--- src/source/decode_pkg.sv ---
package decode_pkg;

   // major opcodes
   localparam logic [6:0] opc_lui      = 7'b0110111;
   localparam logic [6:0] opc_auipc    = 7'b0010111;
   localparam logic [6:0] opc_jal      = 7'b1101111;
   localparam logic [6:0] opc_jalr     = 7'b1100111;
   localparam logic [6:0] opc_branch   = 7'b1100011;
   localparam logic [6:0] opc_load     = 7'b0000011;
   localparam logic [6:0] opc_store    = 7'b0100011;
   localparam logic [6:0] opc_op_imm   = 7'b0010011;
   localparam logic [6:0] opc_op       = 7'b0110011;
   localparam logic [6:0] opc_load_fp  = 7'b0000111;
   localparam logic [6:0] opc_store_fp = 7'b0100111;
   localparam logic [6:0] opc_op_fp    = 7'b1010011;

   // integer funct7 groups
   localparam logic [6:0] f7_base = 7'b0000000;
   localparam logic [6:0] f7_alt  = 7'b0100000;
   localparam logic [6:0] f7_mext = 7'b0000001;

   // float funct7 groups
   localparam logic [6:0] f7_fadd     = 7'b0000000;
   localparam logic [6:0] f7_fsub     = 7'b0000100;
   localparam logic [6:0] f7_fmul     = 7'b0001000;
   localparam logic [6:0] f7_fdiv     = 7'b0001100;
   localparam logic [6:0] f7_fsqrt    = 7'b0101100;
   localparam logic [6:0] f7_fsgnj    = 7'b0010000;
   localparam logic [6:0] f7_fcmp     = 7'b1010000;
   localparam logic [6:0] f7_fcvt_w_s = 7'b1100000;
   localparam logic [6:0] f7_fcvt_s_w = 7'b1101000;
   localparam logic [6:0] f7_fmv_x_w  = 7'b1110000;
   localparam logic [6:0] f7_fmv_w_x  = 7'b1111000;

   typedef enum logic [7:0] {
      op_illegal,
      // rv32i
      op_lui, op_auipc, op_jal, op_jalr,
      op_beq, op_bne, op_blt, op_bge, op_bltu, op_bgeu,
      op_lb, op_lh, op_lw, op_lbu, op_lhu,
      op_sb, op_sh, op_sw,
      op_addi, op_slti, op_sltiu, op_xori, op_ori, op_andi,
      op_slli, op_srli, op_srai,
      op_add, op_sub, op_sll, op_slt, op_sltu,
      op_xor, op_srl, op_sra, op_or, op_and,
      // rv32m
      op_mul, op_mulh, op_mulhsu, op_mulhu,
      op_div, op_divu, op_rem, op_remu,
      // rv32f
      op_flw, op_fsw,
      op_fadd, op_fsub, op_fmul, op_fdiv, op_fsqrt,
      op_fsgnj, op_fsgnjn, op_fsgnjx,
      op_fcvt_w_s, op_fmv_x_w, op_feq, op_fle,
      op_fcvt_s_w, op_fmv_w_x
   } op_e;

   typedef enum logic [2:0] {
      fmt_r,
      fmt_i,
      fmt_s,
      fmt_b,
      fmt_u,
      fmt_j,
      fmt_none
   } fmt_e;

   typedef struct packed {
      logic is_load;
      logic is_store;
      logic is_cond_branch;
      logic is_jump;
      logic is_float;
      logic writes_reg;
      logic writes_freg;
      logic uses_reg;
      logic uses_freg;
   } decode_flags_t;

   typedef struct packed {
      logic [6:0] funct7;
      logic [4:0] rs2;
      logic [4:0] rs1;
      logic [2:0] funct3;
      logic [4:0] rd;
      logic [6:0] opcode;
   } instr_reg_view_t;

   // U and J formats keep their immediate in the top 20 bits
   typedef struct packed {
      logic [19:0] imm_hi;
      logic [4:0]  rd;
      logic [6:0]  opcode;
   } instr_upper_view_t;

   typedef union packed {
      instr_reg_view_t   r;
      instr_upper_view_t u;
   } instr_word_u;

endpackage
--- src/source/decode_ifs.sv ---
`timescale 1ns/1ps

// classifier result
interface class_if import decode_pkg::*; ();

   op_e           op;
   decode_flags_t flags;

   modport producer (
      output op,
      output flags
   );

   modport consumer (
      input op,
      input flags
   );

endinterface

// register indices and immediate
interface operand_if ();

   logic [4:0]  rd;
   logic [4:0]  rs1;
   logic [4:0]  rs2;
   logic [31:0] imm;

   modport producer (
      output rd,
      output rs1,
      output rs2,
      output imm
   );

   modport consumer (
      input rd,
      input rs1,
      input rs2,
      input imm
   );

endinterface

--- src/source/instr_decoder.sv ---
`timescale 1ns/1ps

module instr_decoder import decode_pkg::*; (
   input  logic          clk,
   input  logic          rstn,
   input  logic          enabled,
   input  logic [31:0]   pc,
   input  logic [31:0]   instr_raw,
   output logic          completed,
   output op_e           op,
   output decode_flags_t flags,
   output logic [4:0]    rd,
   output logic [4:0]    rs1_q,
   output logic [4:0]    rs2_q,
   output logic [31:0]   imm,
   output logic [31:0]   pc_q,
   output logic [4:0]    rs1,
   output logic [4:0]    rs2
);

   class_if   cls_bus ();
   operand_if opr_bus ();

   op_classifier op_classifier_inst (
      .instr_raw (instr_raw),
      .cls       (cls_bus.producer)
   );

   // early source indices for the register file
   operand_extractor operand_extractor_inst (
      .instr_raw (instr_raw),
      .opr       (opr_bus.producer),
      .rs1       (rs1),
      .rs2       (rs2)
   );

   decode_register decode_register_inst (
      .clk       (clk),
      .rstn      (rstn),
      .enabled   (enabled),
      .pc        (pc),
      .cls       (cls_bus.consumer),
      .opr       (opr_bus.consumer),
      .completed (completed),
      .op        (op),
      .flags     (flags),
      .rd        (rd),
      .rs1_q     (rs1_q),
      .rs2_q     (rs2_q),
      .imm       (imm),
      .pc_q      (pc_q)
   );

endmodule

--- src/source/decode_register.sv ---
`timescale 1ns/1ps

module decode_register import decode_pkg::*; (
   input  logic          clk,
   input  logic          rstn,
   input  logic          enabled,
   input  logic [31:0]   pc,
   class_if.consumer     cls,
   operand_if.consumer   opr,
   output logic          completed,
   output op_e           op,
   output decode_flags_t flags,
   output logic [4:0]    rd,
   output logic [4:0]    rs1_q,
   output logic [4:0]    rs2_q,
   output logic [31:0]   imm,
   output logic [31:0]   pc_q
);

   // rstn high means reset
   always_ff @(posedge clk) begin
      if (rstn) begin
         completed <= 1'b0;
         op        <= op_illegal;
         flags     <= '0;
         rd        <= 5'd0;
         rs1_q     <= 5'd0;
         rs2_q     <= 5'd0;
         imm       <= 32'd0;
         pc_q      <= 32'd0;
      end else if (enabled) begin
         completed <= 1'b1;
         op        <= cls.op;
         flags     <= cls.flags;
         rd        <= opr.rd;
         rs1_q     <= opr.rs1;
         rs2_q     <= opr.rs2;
         imm       <= opr.imm;
         pc_q      <= pc;
      end else begin
         // hold the last decode
         completed <= 1'b0;
      end
   end

endmodule

--- src/source/operand_extractor.sv ---
`timescale 1ns/1ps

module operand_extractor import decode_pkg::*; (
   input  instr_word_u instr_raw,
   operand_if.producer opr,
   output logic [4:0]  rs1,
   output logic [4:0]  rs2
);

   fmt_e              fmt;
   instr_reg_view_t   rv;
   instr_upper_view_t uv;

   assign rv = instr_raw.r;
   assign uv = instr_raw.u;

   // format depends on the major opcode only
   always_comb begin
      case (rv.opcode)
         opc_op, opc_op_fp:                          fmt = fmt_r;
         opc_jalr, opc_load, opc_op_imm, opc_load_fp: fmt = fmt_i;
         opc_store, opc_store_fp:                    fmt = fmt_s;
         opc_branch:                                 fmt = fmt_b;
         opc_lui, opc_auipc:                         fmt = fmt_u;
         opc_jal:                                    fmt = fmt_j;
         default:                                    fmt = fmt_none;
      endcase
   end

   assign opr.rd = (fmt inside {fmt_r, fmt_i, fmt_u, fmt_j}) ? rv.rd : 5'd0;
   assign rs1    = (fmt inside {fmt_r, fmt_i, fmt_s, fmt_b}) ? rv.rs1 : 5'd0;
   assign rs2    = (fmt inside {fmt_r, fmt_s, fmt_b}) ? rv.rs2 : 5'd0;

   assign opr.rs1 = rs1;
   assign opr.rs2 = rs2;

   // sign bit is always instr[31]
   always_comb begin
      case (fmt)
         fmt_i: opr.imm = {{20{rv.funct7[6]}}, rv.funct7, rv.rs2};
         fmt_s: opr.imm = {{20{rv.funct7[6]}}, rv.funct7, rv.rd};
         fmt_b: opr.imm = {{20{rv.funct7[6]}}, rv.rd[0], rv.funct7[5:0], rv.rd[4:1], 1'b0};
         fmt_u: opr.imm = {uv.imm_hi, 12'd0};
         fmt_j: opr.imm = {{12{uv.imm_hi[19]}}, uv.imm_hi[7:0], uv.imm_hi[8],
                           uv.imm_hi[18:9], 1'b0};
         default: opr.imm = 32'd0;
      endcase
   end

endmodule

--- src/source/op_classifier.sv ---
`timescale 1ns/1ps

module op_classifier import decode_pkg::*; (
   input instr_word_u instr_raw,
   class_if.producer  cls
);

   logic [6:0]    opcode;
   logic [6:0]    f7;
   logic [2:0]    f3;
   logic          f3_zero;
   logic          rs2_zero;
   logic          freg_wr;
   op_e           op;
   decode_flags_t flags;

   assign opcode   = instr_raw.r.opcode;
   assign f7       = instr_raw.r.funct7;
   assign f3       = instr_raw.r.funct3;
   assign f3_zero  = (f3 == 3'b000);
   assign rs2_zero = (instr_raw.r.rs2 == 5'd0);

   always_comb begin
      op = op_illegal;
      case (opcode)
         opc_lui:      op = op_lui;
         opc_auipc:    op = op_auipc;
         opc_jal:      op = op_jal;
         opc_jalr:     if (f3_zero) op = op_jalr;
         opc_load_fp:  if (f3 == 3'b010) op = op_flw;
         opc_store_fp: if (f3 == 3'b010) op = op_fsw;
         opc_branch: begin
            case (f3)
               3'b000: op = op_beq;
               3'b001: op = op_bne;
               3'b100: op = op_blt;
               3'b101: op = op_bge;
               3'b110: op = op_bltu;
               3'b111: op = op_bgeu;
               default: op = op_illegal;
            endcase
         end
         opc_load: begin
            case (f3)
               3'b000: op = op_lb;
               3'b001: op = op_lh;
               3'b010: op = op_lw;
               3'b100: op = op_lbu;
               3'b101: op = op_lhu;
               default: op = op_illegal;
            endcase
         end
         opc_store: begin
            case (f3)
               3'b000: op = op_sb;
               3'b001: op = op_sh;
               3'b010: op = op_sw;
               default: op = op_illegal;
            endcase
         end
         opc_op_imm: begin
            case (f3)
               3'b000: op = op_addi;
               3'b010: op = op_slti;
               3'b011: op = op_sltiu;
               3'b100: op = op_xori;
               3'b110: op = op_ori;
               3'b111: op = op_andi;
               3'b001: if (f7 == f7_base) op = op_slli;
               3'b101: begin
                  // shift amount sits in rs2, funct7 picks logical or arithmetic
                  if (f7 == f7_base)
                     op = op_srli;
                  else if (f7 == f7_alt)
                     op = op_srai;
               end
            endcase
         end
         opc_op: begin
            case (f7)
               f7_base: begin
                  case (f3)
                     3'b000: op = op_add;
                     3'b001: op = op_sll;
                     3'b010: op = op_slt;
                     3'b011: op = op_sltu;
                     3'b100: op = op_xor;
                     3'b101: op = op_srl;
                     3'b110: op = op_or;
                     3'b111: op = op_and;
                  endcase
               end
               f7_alt: begin
                  if (f3 == 3'b000)
                     op = op_sub;
                  else if (f3 == 3'b101)
                     op = op_sra;
               end
               f7_mext: begin
                  case (f3)
                     3'b000: op = op_mul;
                     3'b001: op = op_mulh;
                     3'b010: op = op_mulhsu;
                     3'b011: op = op_mulhu;
                     3'b100: op = op_div;
                     3'b101: op = op_divu;
                     3'b110: op = op_rem;
                     3'b111: op = op_remu;
                  endcase
               end
               default: op = op_illegal;
            endcase
         end
         opc_op_fp: begin
            // rounding mode field must be zero for arithmetic and conversions
            case (f7)
               f7_fadd:     if (f3_zero) op = op_fadd;
               f7_fsub:     if (f3_zero) op = op_fsub;
               f7_fmul:     if (f3_zero) op = op_fmul;
               f7_fdiv:     if (f3_zero) op = op_fdiv;
               f7_fsqrt:    if (f3_zero && rs2_zero) op = op_fsqrt;
               f7_fcvt_w_s: if (f3_zero && rs2_zero) op = op_fcvt_w_s;
               f7_fcvt_s_w: if (f3_zero && rs2_zero) op = op_fcvt_s_w;
               f7_fmv_x_w:  if (f3_zero && rs2_zero) op = op_fmv_x_w;
               f7_fmv_w_x:  if (f3_zero && rs2_zero) op = op_fmv_w_x;
               f7_fsgnj: begin
                  case (f3)
                     3'b000: op = op_fsgnj;
                     3'b001: op = op_fsgnjn;
                     3'b010: op = op_fsgnjx;
                     default: op = op_illegal;
                  endcase
               end
               f7_fcmp: begin
                  if (f3 == 3'b000)
                     op = op_fle;
                  else if (f3 == 3'b010)
                     op = op_feq;
               end
               default: op = op_illegal;
            endcase
         end
         default: op = op_illegal;
      endcase
   end

   // float ops whose result lands in the float file
   assign freg_wr = op inside {op_flw, op_fadd, op_fsub, op_fmul, op_fdiv, op_fsqrt,
                               op_fsgnj, op_fsgnjn, op_fsgnjx, op_fcvt_s_w, op_fmv_w_x};

   always_comb begin
      flags.is_load        = op inside {op_lb, op_lh, op_lw, op_lbu, op_lhu, op_flw};
      flags.is_store       = op inside {op_sb, op_sh, op_sw, op_fsw};
      flags.is_cond_branch = op inside {op_beq, op_bne, op_blt, op_bge, op_bltu, op_bgeu};
      flags.is_jump        = op inside {op_jal, op_jalr};
      flags.is_float       = freg_wr ||
                             op inside {op_fsw, op_fcvt_w_s, op_fmv_x_w, op_feq, op_fle};
      flags.writes_freg    = freg_wr;
      flags.writes_reg     = !(flags.is_cond_branch || flags.is_store || freg_wr ||
                               op == op_illegal);
      flags.uses_reg       = (!flags.is_float && op != op_illegal) ||
                             op inside {op_flw, op_fcvt_s_w, op_fmv_w_x};
      flags.uses_freg      = op inside {op_fsw, op_fadd, op_fsub, op_fmul, op_fdiv,
                                        op_fsqrt, op_fsgnj, op_fsgnjn, op_fsgnjx,
                                        op_fcvt_w_s, op_feq, op_fle, op_fmv_x_w};
   end

   assign cls.op    = op;
   assign cls.flags = flags;

endmodule

--- config.mk ---
export PLATFORM = sky130hd
export DESIGN_NAME = instr_decoder
export DESIGN_NICKNAME = d
export VERILOG_FILES = /design/src/source/decode_pkg.sv /design/src/source/decode_ifs.sv /design/src/source/instr_decoder.sv /design/src/source/decode_register.sv /design/src/source/operand_extractor.sv /design/src/source/op_classifier.sv
export SDC_FILE = /design/constraint.sdc
export NUM_CORES = 1
export LEC_CHECK = 0
export BUFFER_PORTS_ARGS = -buffer_cell sky130_fd_sc_hd__buf_2
export CAP_MARGIN = 5
export CORE_AREA = 2 2 111 193
export DETAILED_ROUTE_END_ITERATION = 10
export DIE_AREA = 0 0 113 195
export PLACE_DENSITY_LB_ADDON = 0.15
export SYNTH_ARGS = -nofsm -noshare
export SYNTH_HDL_FRONTEND = slang
export SYNTH_SLANG_ARGS = --single-unit
--- constraint.sdc ---
create_clock -name clk -period 4.6 [get_ports clk]
set_input_delay 0.92 -clock clk [delete_from_list [all_inputs] [get_ports clk]]
set_output_delay 0.92 -clock clk [all_outputs]
set_load 0.01 [all_outputs]
# Word-level counts from Yosys, hierarchy flattened

Memories as Yosys holds them, arrays and structs flattened.
Cells that the tools add are included.

Input port bits: 67
Output and inout bits: 107
Logic and storage cells: 149
Flip-flop bits (word level): 97
Memories kept: 2
Memory bits (read-only): 80

Equality and inequality tests: 68
Muxes and demuxes: 33
Reduce and logical (&&, ||, !) cells: 30

Memory list:

| name            | words | width | read ports | clocked after memory_dff | write ports | line                 | text |
|---|---|---|---|---|---|---|---|
| (no name shown) | 8     | 6     | 1          | 0                        | 0           | op_classifier.sv:82  | `case (f3)` |
| (no name shown) | 8     | 4     | 1          | 0                        | 0           | op_classifier.sv:100 | `case (f3)` |

Operators with widths:

| kind                 | number |
|---|---|
| $pmux W32 S5         | 1 |
| $eq A8 B6 Y1 const B | 16 |
| $pmux W8 S12         | 1 |
| $pmux W8 S11         | 1 |
| $mux W6              | 13 |
| $eq A8 B4 Y1 const B | 8 |
| $pmux W8 S8          | 1 |
| $eq A7 B7 Y1 const B | 9 |
| $eq A7 B6 Y1 const B | 6 |
| $eq A8 B3 Y1 const B | 4 |
| $mux W5              | 5 |
| $eq A8 B5 Y1 const B | 3 |
| $mux W8              | 3 |
| $pmux W4 S6          | 1 |
| $pmux W8 S3          | 1 |
| $eq A7 B5 Y1 const B | 3 |
| $pmux W4 S5          | 1 |
| $eq A3 B3 Y1 const B | 6 |
| $pmux W3 S6          | 1 |
| $pmux W6 S3          | 1 |
| $pmux W5 S3          | 1 |
| $eq A7 B3 Y1 const B | 2 |
| $eq A7 B4 Y1 const B | 2 |
| $reduce_bool A13 Y1  | 1 |
| other kinds (23)     | 40 |

# Longest topological paths before layout

Gate-level depths: netlist (run 1).

Word-level depth: 11
Depth in mapped cells: 13
Mapped depth without buffers: 11

# Hierarchy

Synthesis (run 1) repeated with hierarchy kept, for this count alone.

Cell total of the unflattened synthesis: 696
Area, all modules: 5,919.4 µm²

By module, submodules not included:

| module            | sequential area each (µm²) | area each (µm²) | times used | cells each |
|---|---|---|---|---|
| decode_register   | 1,941.9                    | 3,429.5         | 1          | 312 |
| op_classifier     | 0.0                        | 1,458.9         | 1          | 224 |
| operand_extractor | 0.0                        | 1,031.0         | 1          | 160 |

# Least setup slack after synthesis (run 1)

OpenSTA, ideal clock, no wires.

Path type: input to output
From: in instr_raw[5]
To: out rs2[0]
Data required time: 3.680 ns
Path buffers: 1
Stages on the path: 10
Setup slack: 0.832 ns
Arrival: 2.848 ns
Cells stage by stage: buf_2 -> and4b_1 -> and4_1 -> a21oi_2 -> ha_1 -> o21ai_1 -> nand2_1 -> nor2_1 -> nor2_1 -> and2_1

Word-level cells in the longest chain between the ends: 6
Elaborated cells between the ends (all ways): 22
Those cells by class: eq/ne: 14; mux: 2; reduce/logical: 6

RTL lines:

| element                                              | line                    | text |
|---|---|---|
| start: declaration                                   | instr_decoder.sv:8      | `input logic [31:0] instr_raw,` |
| $eq A7 B7 Y1, or another cell as far along           | operand_extractor.sv:19 | `case (rv.opcode)` |
| $reduce_or A4 Y1 or $reduce_or A2 Y1 (tied branches) | operand_extractor.sv:19 |  |
| $pmux W3 S6 (*)                                      | operand_extractor.sv:19 |  |
| $eq A3 B2 Y1 or $logic_not A3 Y1 (tied branches)     | operand_extractor.sv:32 | `assign rs2 = (fmt inside {fmt_r, fmt_s, fmt_b}) ? rv.rs2 : 5'd0;` |
| $reduce_bool A3 Y1 (*)                               | operand_extractor.sv:32 |  |
| $mux W5 (*)                                          | operand_extractor.sv:32 |  |
| end: declaration                                     | instr_decoder.sv:18     | `output logic [4:0] rs2` |

Every way passes the cells marked *; elsewhere a longest branch is shown, timed or not.

# Final worst setup path (run 1)

From: in instr_raw[6]
To: out rs2[3]

Same word-level chain as after synthesis.

==> results.json, run 1 <==
{
  "reg2reg_slack_ns": 3.69,
  "yosysSeqAreaShare_pct": 37.8,
  "start_util_pct": 24.7,
  "drc": 4,
  "post-cts-setup-buffers": 0,
  "finalNetCount": 814,
  "dieArea_sq_um": 22000,
  "finalPower_mw": 1.85,
  "violations": "DRC",
  "dp_hpwl_um": 14200,
  "max-vdd-ir-drop_uv": 195,
  "cts_buffer_depth": 2,
  "dr_wl_met2_um": 9840,
  "hold_violations": 0,
  "die_x_um": 113,
  "grt_pass1_vias": 5357,
  "avgSynthCellArea_sq_um": 8.59,
  "worst_pin_slew_ns": 0.867,
  "cts.sinks": 95,
  "wl_met3_um": 1110,
  "skew_ns": 0,
  "required_ns": 3.68,
  "worstReg2RegEnd": "decode_register_inst.flags[1]",
  "synth.distinct_cells": 74,
  "outcome": "finished, violations left",
  "pin_count": 174,
  "finalSetupTns_ns": 0,
  "layout-drive-gt1-share_pct": 30.4,
  "min_period_ns": 4.05,
  "insertion_delay_ns": 0.34,
  "track_usage_pct": 16.7,
  "port_buffers": 171,
  "synth_edf_count": 0,
  "slew_headroom_pct": 41.4,
  "cts_tree": "done",
  "p_per_area_nw_per_um2": 290,
  "hold_end": "decode_register_inst.imm[12]",
  "critPathLaunchType": "input port",
  "cts_buffers": 9,
  "first_pass_iters": 8,
  "period_share_pct": 88.0,
  "dr.first_iter.drc_count": 269,
  "post_cts_resize_count": 0,
  "rsz0062_at_grt": "no",
  "wl_met1_um": 6840,
  "top_layer_used": "met4",
  "holdBufCountCts": 0,
  "clock.fmax_ghz": 0.247,
  "wire_per_inst_um": 18.7,
  "grt_pass1_wl_um": 29300,
  "antenna_found_initial": 0,
  "fp.dieH_um": 195,
  "hold_path_class": "reg2reg",
  "criticalPathCategory": "in2out",
  "async_flop_share_pct": 0,
  "ys_seq_elements": 95,
  "power.leakage_nw": 2.84,
  "h-tree-depth": 3,
  "drv_slew": 0,
  "core-area_sq_um": 20400,
  "path_clk_slew_ns": 0.06,
  "via_per_inst": 5.12,
  "critPathCaptureType": "primary output",
  "place_congestion": 0.932,
  "r2r-start": "decode_register_inst.flags[1]",
  "vias": 5051,
  "hp-start": "decode_register_inst.imm[12]",
  "path_max_fanout": 17,
  "syn_inst": 586,
  "rows": 69,
  "gr-total-overflow": 0,
  "antenna_left": 0,
  "netlist_area_sq_um": 5030,
  "rr_worst_depth": 3,
  "root_buffer": "clkbuf_16",
  "yosys_warnings": 0,
  "worstPathArrival_ns": 3.13,
  "grt_max_degree": 57,
  "maxCapViolCount": 0,
  "holdPathStages": 2,
  "routed_wl_um": 18500,
  "insertedDiodeCount": 0,
  "synthToLayoutAreaGrowth_pct": 26.6,
  "ys.flop_type": "dfxtp_1",
  "setup_viol": 0
}
how the worst max path moves through the flow:
stage                 start      to  slack [ns]
3_3_place_gp   instr_raw[4]  rs2[3]        0.63
5_1_grt        instr_raw[6]  rs2[3]        0.28
6_report       instr_raw[6]  rs2[3]        0.55
3_5_place_dp   instr_raw[4]  rs2[1]        0.55
4_1_cts        instr_raw[4]  rs2[1]        0.55
2_1_floorplan  instr_raw[5]  rs2[0]        0.83
logic make-up (layout without fill, tap and decap cells):
| logic type | count (synthesis) | in the layout | synth area share (%) |
|---|---|---|---|
| compound gates | 172 | 172 | 24.5 |
| simple gates | 217 | 217 | 23.2 |
| flops | 95 | 95 | 37.8 |
| other cells | 1 | 2 | 0.0745 |
| buf+inv | 57 | 209 | 5.17 |
| fa+ha+maj | 10 | 10 | 2.49 |
| mux | 34 | 34 | 6.76 |
layout by cell type, fill, tap and decap left out, drive strengths merged, types with 6 or more instances in the layout:
master / count
buf: 183
dfxtp: 95
nor2: 73
nand2: 40
a21oi: 40
mux2i: 34
o21ai: 29
a22o: 22
nor3: 19
a22oi: 16
inv: 13
a211oi: 12
clkbuf: 12
and3: 11
nand2b: 10
ha: 10
nor4: 9
and2: 8
nand3: 8
o22ai: 7
nand3b: 6
nor2b: 6
metal layers:
layer | up-vias | global-route usage (%)
li1 | 2436 | -
met4 | 0 | 7.36
met1 | 2404 | 18.1
met5 | - | 0
met3 | 32 | 3.88
met2 | 179 | 30.5
cell usage after synthesis (all sizes together), types with 7 or more instances:
master / n / area share (%)
a21oi: 40 / 4.1
and2: 8 / 0.99
nand3: 8 / 0.90
nand2b: 10 / 1.2
dfxtp: 95 / 38
nor4: 9 / 1.5
mux2i: 34 / 6.8
and3: 11 / 1.5
ha: 10 / 2.5
o22ai: 7 / 0.87
nor3: 19 / 2.6
buf: 24 / 2.7
nand2: 40 / 3.0
inv: 13 / 0.97
a22o: 22 / 3.8
nor2: 73 / 5.6
clkbuf: 20 / 1.5
a22oi: 16 / 2.4
o21ai: 29 / 2.9
a211oi: 12 / 2.1
where the power goes:
part | total [mW] | switching (mW) | internal (mW) | leakage, nW
clock network | 0.739 | 0.297 | 0.442 | 0.141
logic | 0.252 | 0.159 | 0.0934 | 1.93
registers | 0.857 | 0.0116 | 0.846 | 0.774
total | 1.85 | 0.468 | 1.38 | 2.84
critical path: stages:
cell and delay, ns:
buf_2 0.20, nor4bb_1 0.47, and2_1 0.24, a21oi_2 0.12, ha_1 0.23, o21ai_1 0.10
buf_4 0.16, nand2_1 0.06, nor2_1 0.31, and2_1 0.17, buf_2 0.13
layout make-up:
cell class | count | area (sq um)
Timing Repair Buffer | 183 | 946
Tap cell | 248 | 310
Clock inverter | 1 | 30.0
Clock buffer | 12 | 256
Sequential cell | 95 | 1900
Fill cell | 2216 | 14000
Inverter | 13 | 48.8
Multi-Input combinational cell | 435 | 2880
flip-flops by register name, indices dropped and copies added, names as in the netlist:
register                        count
decode_register_inst.imm           32
decode_register_inst.rs2_q          5
decode_register_inst.op             6
decode_register_inst.rs1_q          5
decode_register_inst.rd             5
decode_register_inst.completed      1
decode_register_inst.pc_q          32
decode_register_inst.flags          9
metrics by stage:
step | hold slack (ns) | instances | worst slack [ns] | util (%) | area, sq um
after floorplan | 0.470 | 587 | 0.832 | - | 5030
after global placement | 0.435 | 974 | 0.627 | 29.9 | 6080
after detailed placement | 0.443 | 974 | 0.554 | 29.9 | 6080
after CTS | 0.459 | 987 | 0.546 | 31.3 | 6370
after global routing | 0.486 | 987 | 0.285 | 31.3 | 6370
final | 0.450 | 987 | 0.551 | 31.3 | 6370
Note: power is estimated with default switching activity, not from simulation.
==> run 2, diff against run 1 <==
--- a/config.mk
+++ b/config.mk
@@ -6,11 +6,11 @@
 export NUM_CORES = 1
 export LEC_CHECK = 0
 export BUFFER_PORTS_ARGS = -buffer_cell sky130_fd_sc_hd__buf_2
-export CAP_MARGIN = 5
 export CORE_AREA = 2 2 111 193
 export DETAILED_ROUTE_END_ITERATION = 10
 export DIE_AREA = 0 0 113 195
 export PLACE_DENSITY_LB_ADDON = 0.15
+export REMOVE_ABC_BUFFERS = 1
 export SYNTH_ARGS = -nofsm -noshare
 export SYNTH_HDL_FRONTEND = slang
 export SYNTH_SLANG_ARGS = --single-unit
==> results.json, run 2 (synthesis results as in run 1) <==
{
  "power.leakage_nw": 2.84,
  "first_pass_iters": 8,
  "vias": 5073,
  "antenna_found_initial": 1,
  "skew_ns": 0,
  "maxCapViolCount": 0,
  "critPathCaptureType": "primary output",
  "finalNetCount": 812,
  "max-vdd-ir-drop_uv": 151,
  "path_cells": "buf_2, nor4bb_1, and2_1, a21oi_2, ha_1, o21ai_1, nand2_1, nor2_2, and2_1, buf_2",
  "pin_count": 174,
  "insertedDiodeCount": 0,
  "criticalPathCategory": "in2out",
  "cts_buffer_depth": 2,
  "path_clk_slew_ns": 0.07,
  "final-instance-count-excl-fill": 988,
  "core-area_sq_um": 20400,
  "die_x_um": 113,
  "wire_per_inst_um": 18.0,
  "slew_headroom_pct": 47.7,
  "setup_viol": 0,
  "path_max_fanout": 17,
  "final_cell_mix": "buf_2 (171), dfxtp_1 (95), nor2_1 (70), nand2_1 (40), a21oi_1 (38)",
  "gr-total-overflow": 0,
  "finalPower_mw": 1.91,
  "fillCellCount": 2233,
  "worst_pin_slew_ns": 0.784,
  "min_period_ns": 4.25,
  "p_per_area_nw_per_um2": 300,
  "start_util_pct": 24.7,
  "placed_cells": 972,
  "clock.fmax_ghz": 0.236,
  "dp_hpwl_um": 13600,
  "cts_tree": "done",
  "crit_slowest_cell": "nor4bb_1",
  "cts.sinks": 95,
  "rsz0062_at_grt": "no",
  "cpPeakStageDelay_ns": 0.45,
  "critPathLaunchType": "input port",
  "routed_wl_um": 17800,
  "grt_pass1_wl_um": 28000,
  "final_common_cell": "buf_2",
  "place_congestion": 0.902,
  "via_per_inst": 5.13,
  "root_buffer": "clkbuf_16",
  "regArea_sq_um": 1900,
  "port_buffers": 171,
  "worstPathArrival_ns": 3.33,
  "hold_path_class": "reg2reg",
  "synthToLayoutAreaGrowth_pct": 26.9,
  "violations": "DRC",
  "insertion_delay_ns": 0.36,
  "multi_input_area_sq_um": 2880,
  "track_usage_pct": 16.1,
  "finalSetupTns_ns": 0,
  "cts_buffers": 9,
  "grt_pass1_vias": 5097,
  "reg.largest.list": "decode_register_inst.imm x32, decode_register_inst.pc_q x32, decode_register_inst.flags x9",
  "hold_violations": 0,
  "period_share_pct": 92.3,
  "reg2reg_slack_ns": 3.77,
  "drc": 11,
  "dr.first_iter.drc_count": 350,
  "post-cts-setup-buffers": 0,
  "layout-drive-gt1-share_pct": 30.8,
  "outcome": "finished, violations left",
  "hold_ws_ns": 0.449,
  "dieArea_sq_um": 22000,
  "drv_slew": 0,
  "fp.dieH_um": 195,
  "grt_max_degree": 57,
  "antenna_left": 0,
  "required_ns": 3.68,
  "h-tree-depth": 3,
  "rows": 69,
  "holdBufCountCts": 0
}
-- run 2: cell count changes in the layout (fill, tap and decap cells not counted), sizes merged --
cell | previous run | this run
buf | 183 | 181
clkinvlp | 0 | 2
inv | 13 | 16
clkbuf | 12 | 9
clkinv | 0 | 1
-- run 2: report_power, final --
group | internal, mW | switching (mW) | leakage, nW
Sequential | 0.845 | 0.0111 | 0.774
Combinational | 0.0919 | 0.157 | 1.92
Clock | 0.434 | 0.372 | 0.148
-- run 2: timing repair --
action	4_1_cts	5_1_grt
resized for setup	0	1
hold endpoints to repair	0	0
endpoints found under the setup margin	0	5
-- run 2: worst max-delay path, delay by kind of cell --
kind,cells,cell delay [ns]
fa+ha+maj,1,0.21
buf+inv,2,0.32
compound gates,2,0.37
simple gates,5,1.46
-- run 2: metal layers --
layer / vias to the layer above / part of all wire (%) / global-route usage (%)
met3: 39 / 6.7 / 4.31
met4: 2 / 3.6 / 7.54
met2: 190 / 52 / 28.5
li1: 2450 / - / -
met1: 2392 / 38 / 17.5
met5: - / 0.062 / 0
-- run 2: area by class of cell --
cell class | instances | area share, %
Clock buffer | 9 | 3.53
Clock inverter | 7 | 1.37
Inverter | 13 | 0.765
Multi-Input combinational cell | 435 | 45.1
Sequential cell | 95 | 29.8
Tap cell | 248 | 4.86
Timing Repair Buffer | 181 | 14.6
-- run 2: worst paths after layout --
check / start / endpoint / cells after the start
worst max-delay path: instr_raw[6] / rs2[1] / 10
worst min-delay path: decode_register_inst.imm[15] / decode_register_inst.imm[15] / 2
worst max register to register: decode_register_inst.flags[1] / decode_register_inst.flags[1] / 3
worst min register to register: decode_register_inst.imm[15] / decode_register_inst.imm[15] / 2
-- run 2: stage by stage --
stage / setup WS [ns] / cell area, sq um / util [%]
floorplan: 0.908 / 4820 / -
global placement: 0.493 / 6070 / 29.8
detailed placement: 0.263 / 6070 / 29.8
CTS: 0.253 / 6380 / 31.3
global route: 0.0376 / 6380 / 31.3
finish: 0.354 / 6380 / 31.3
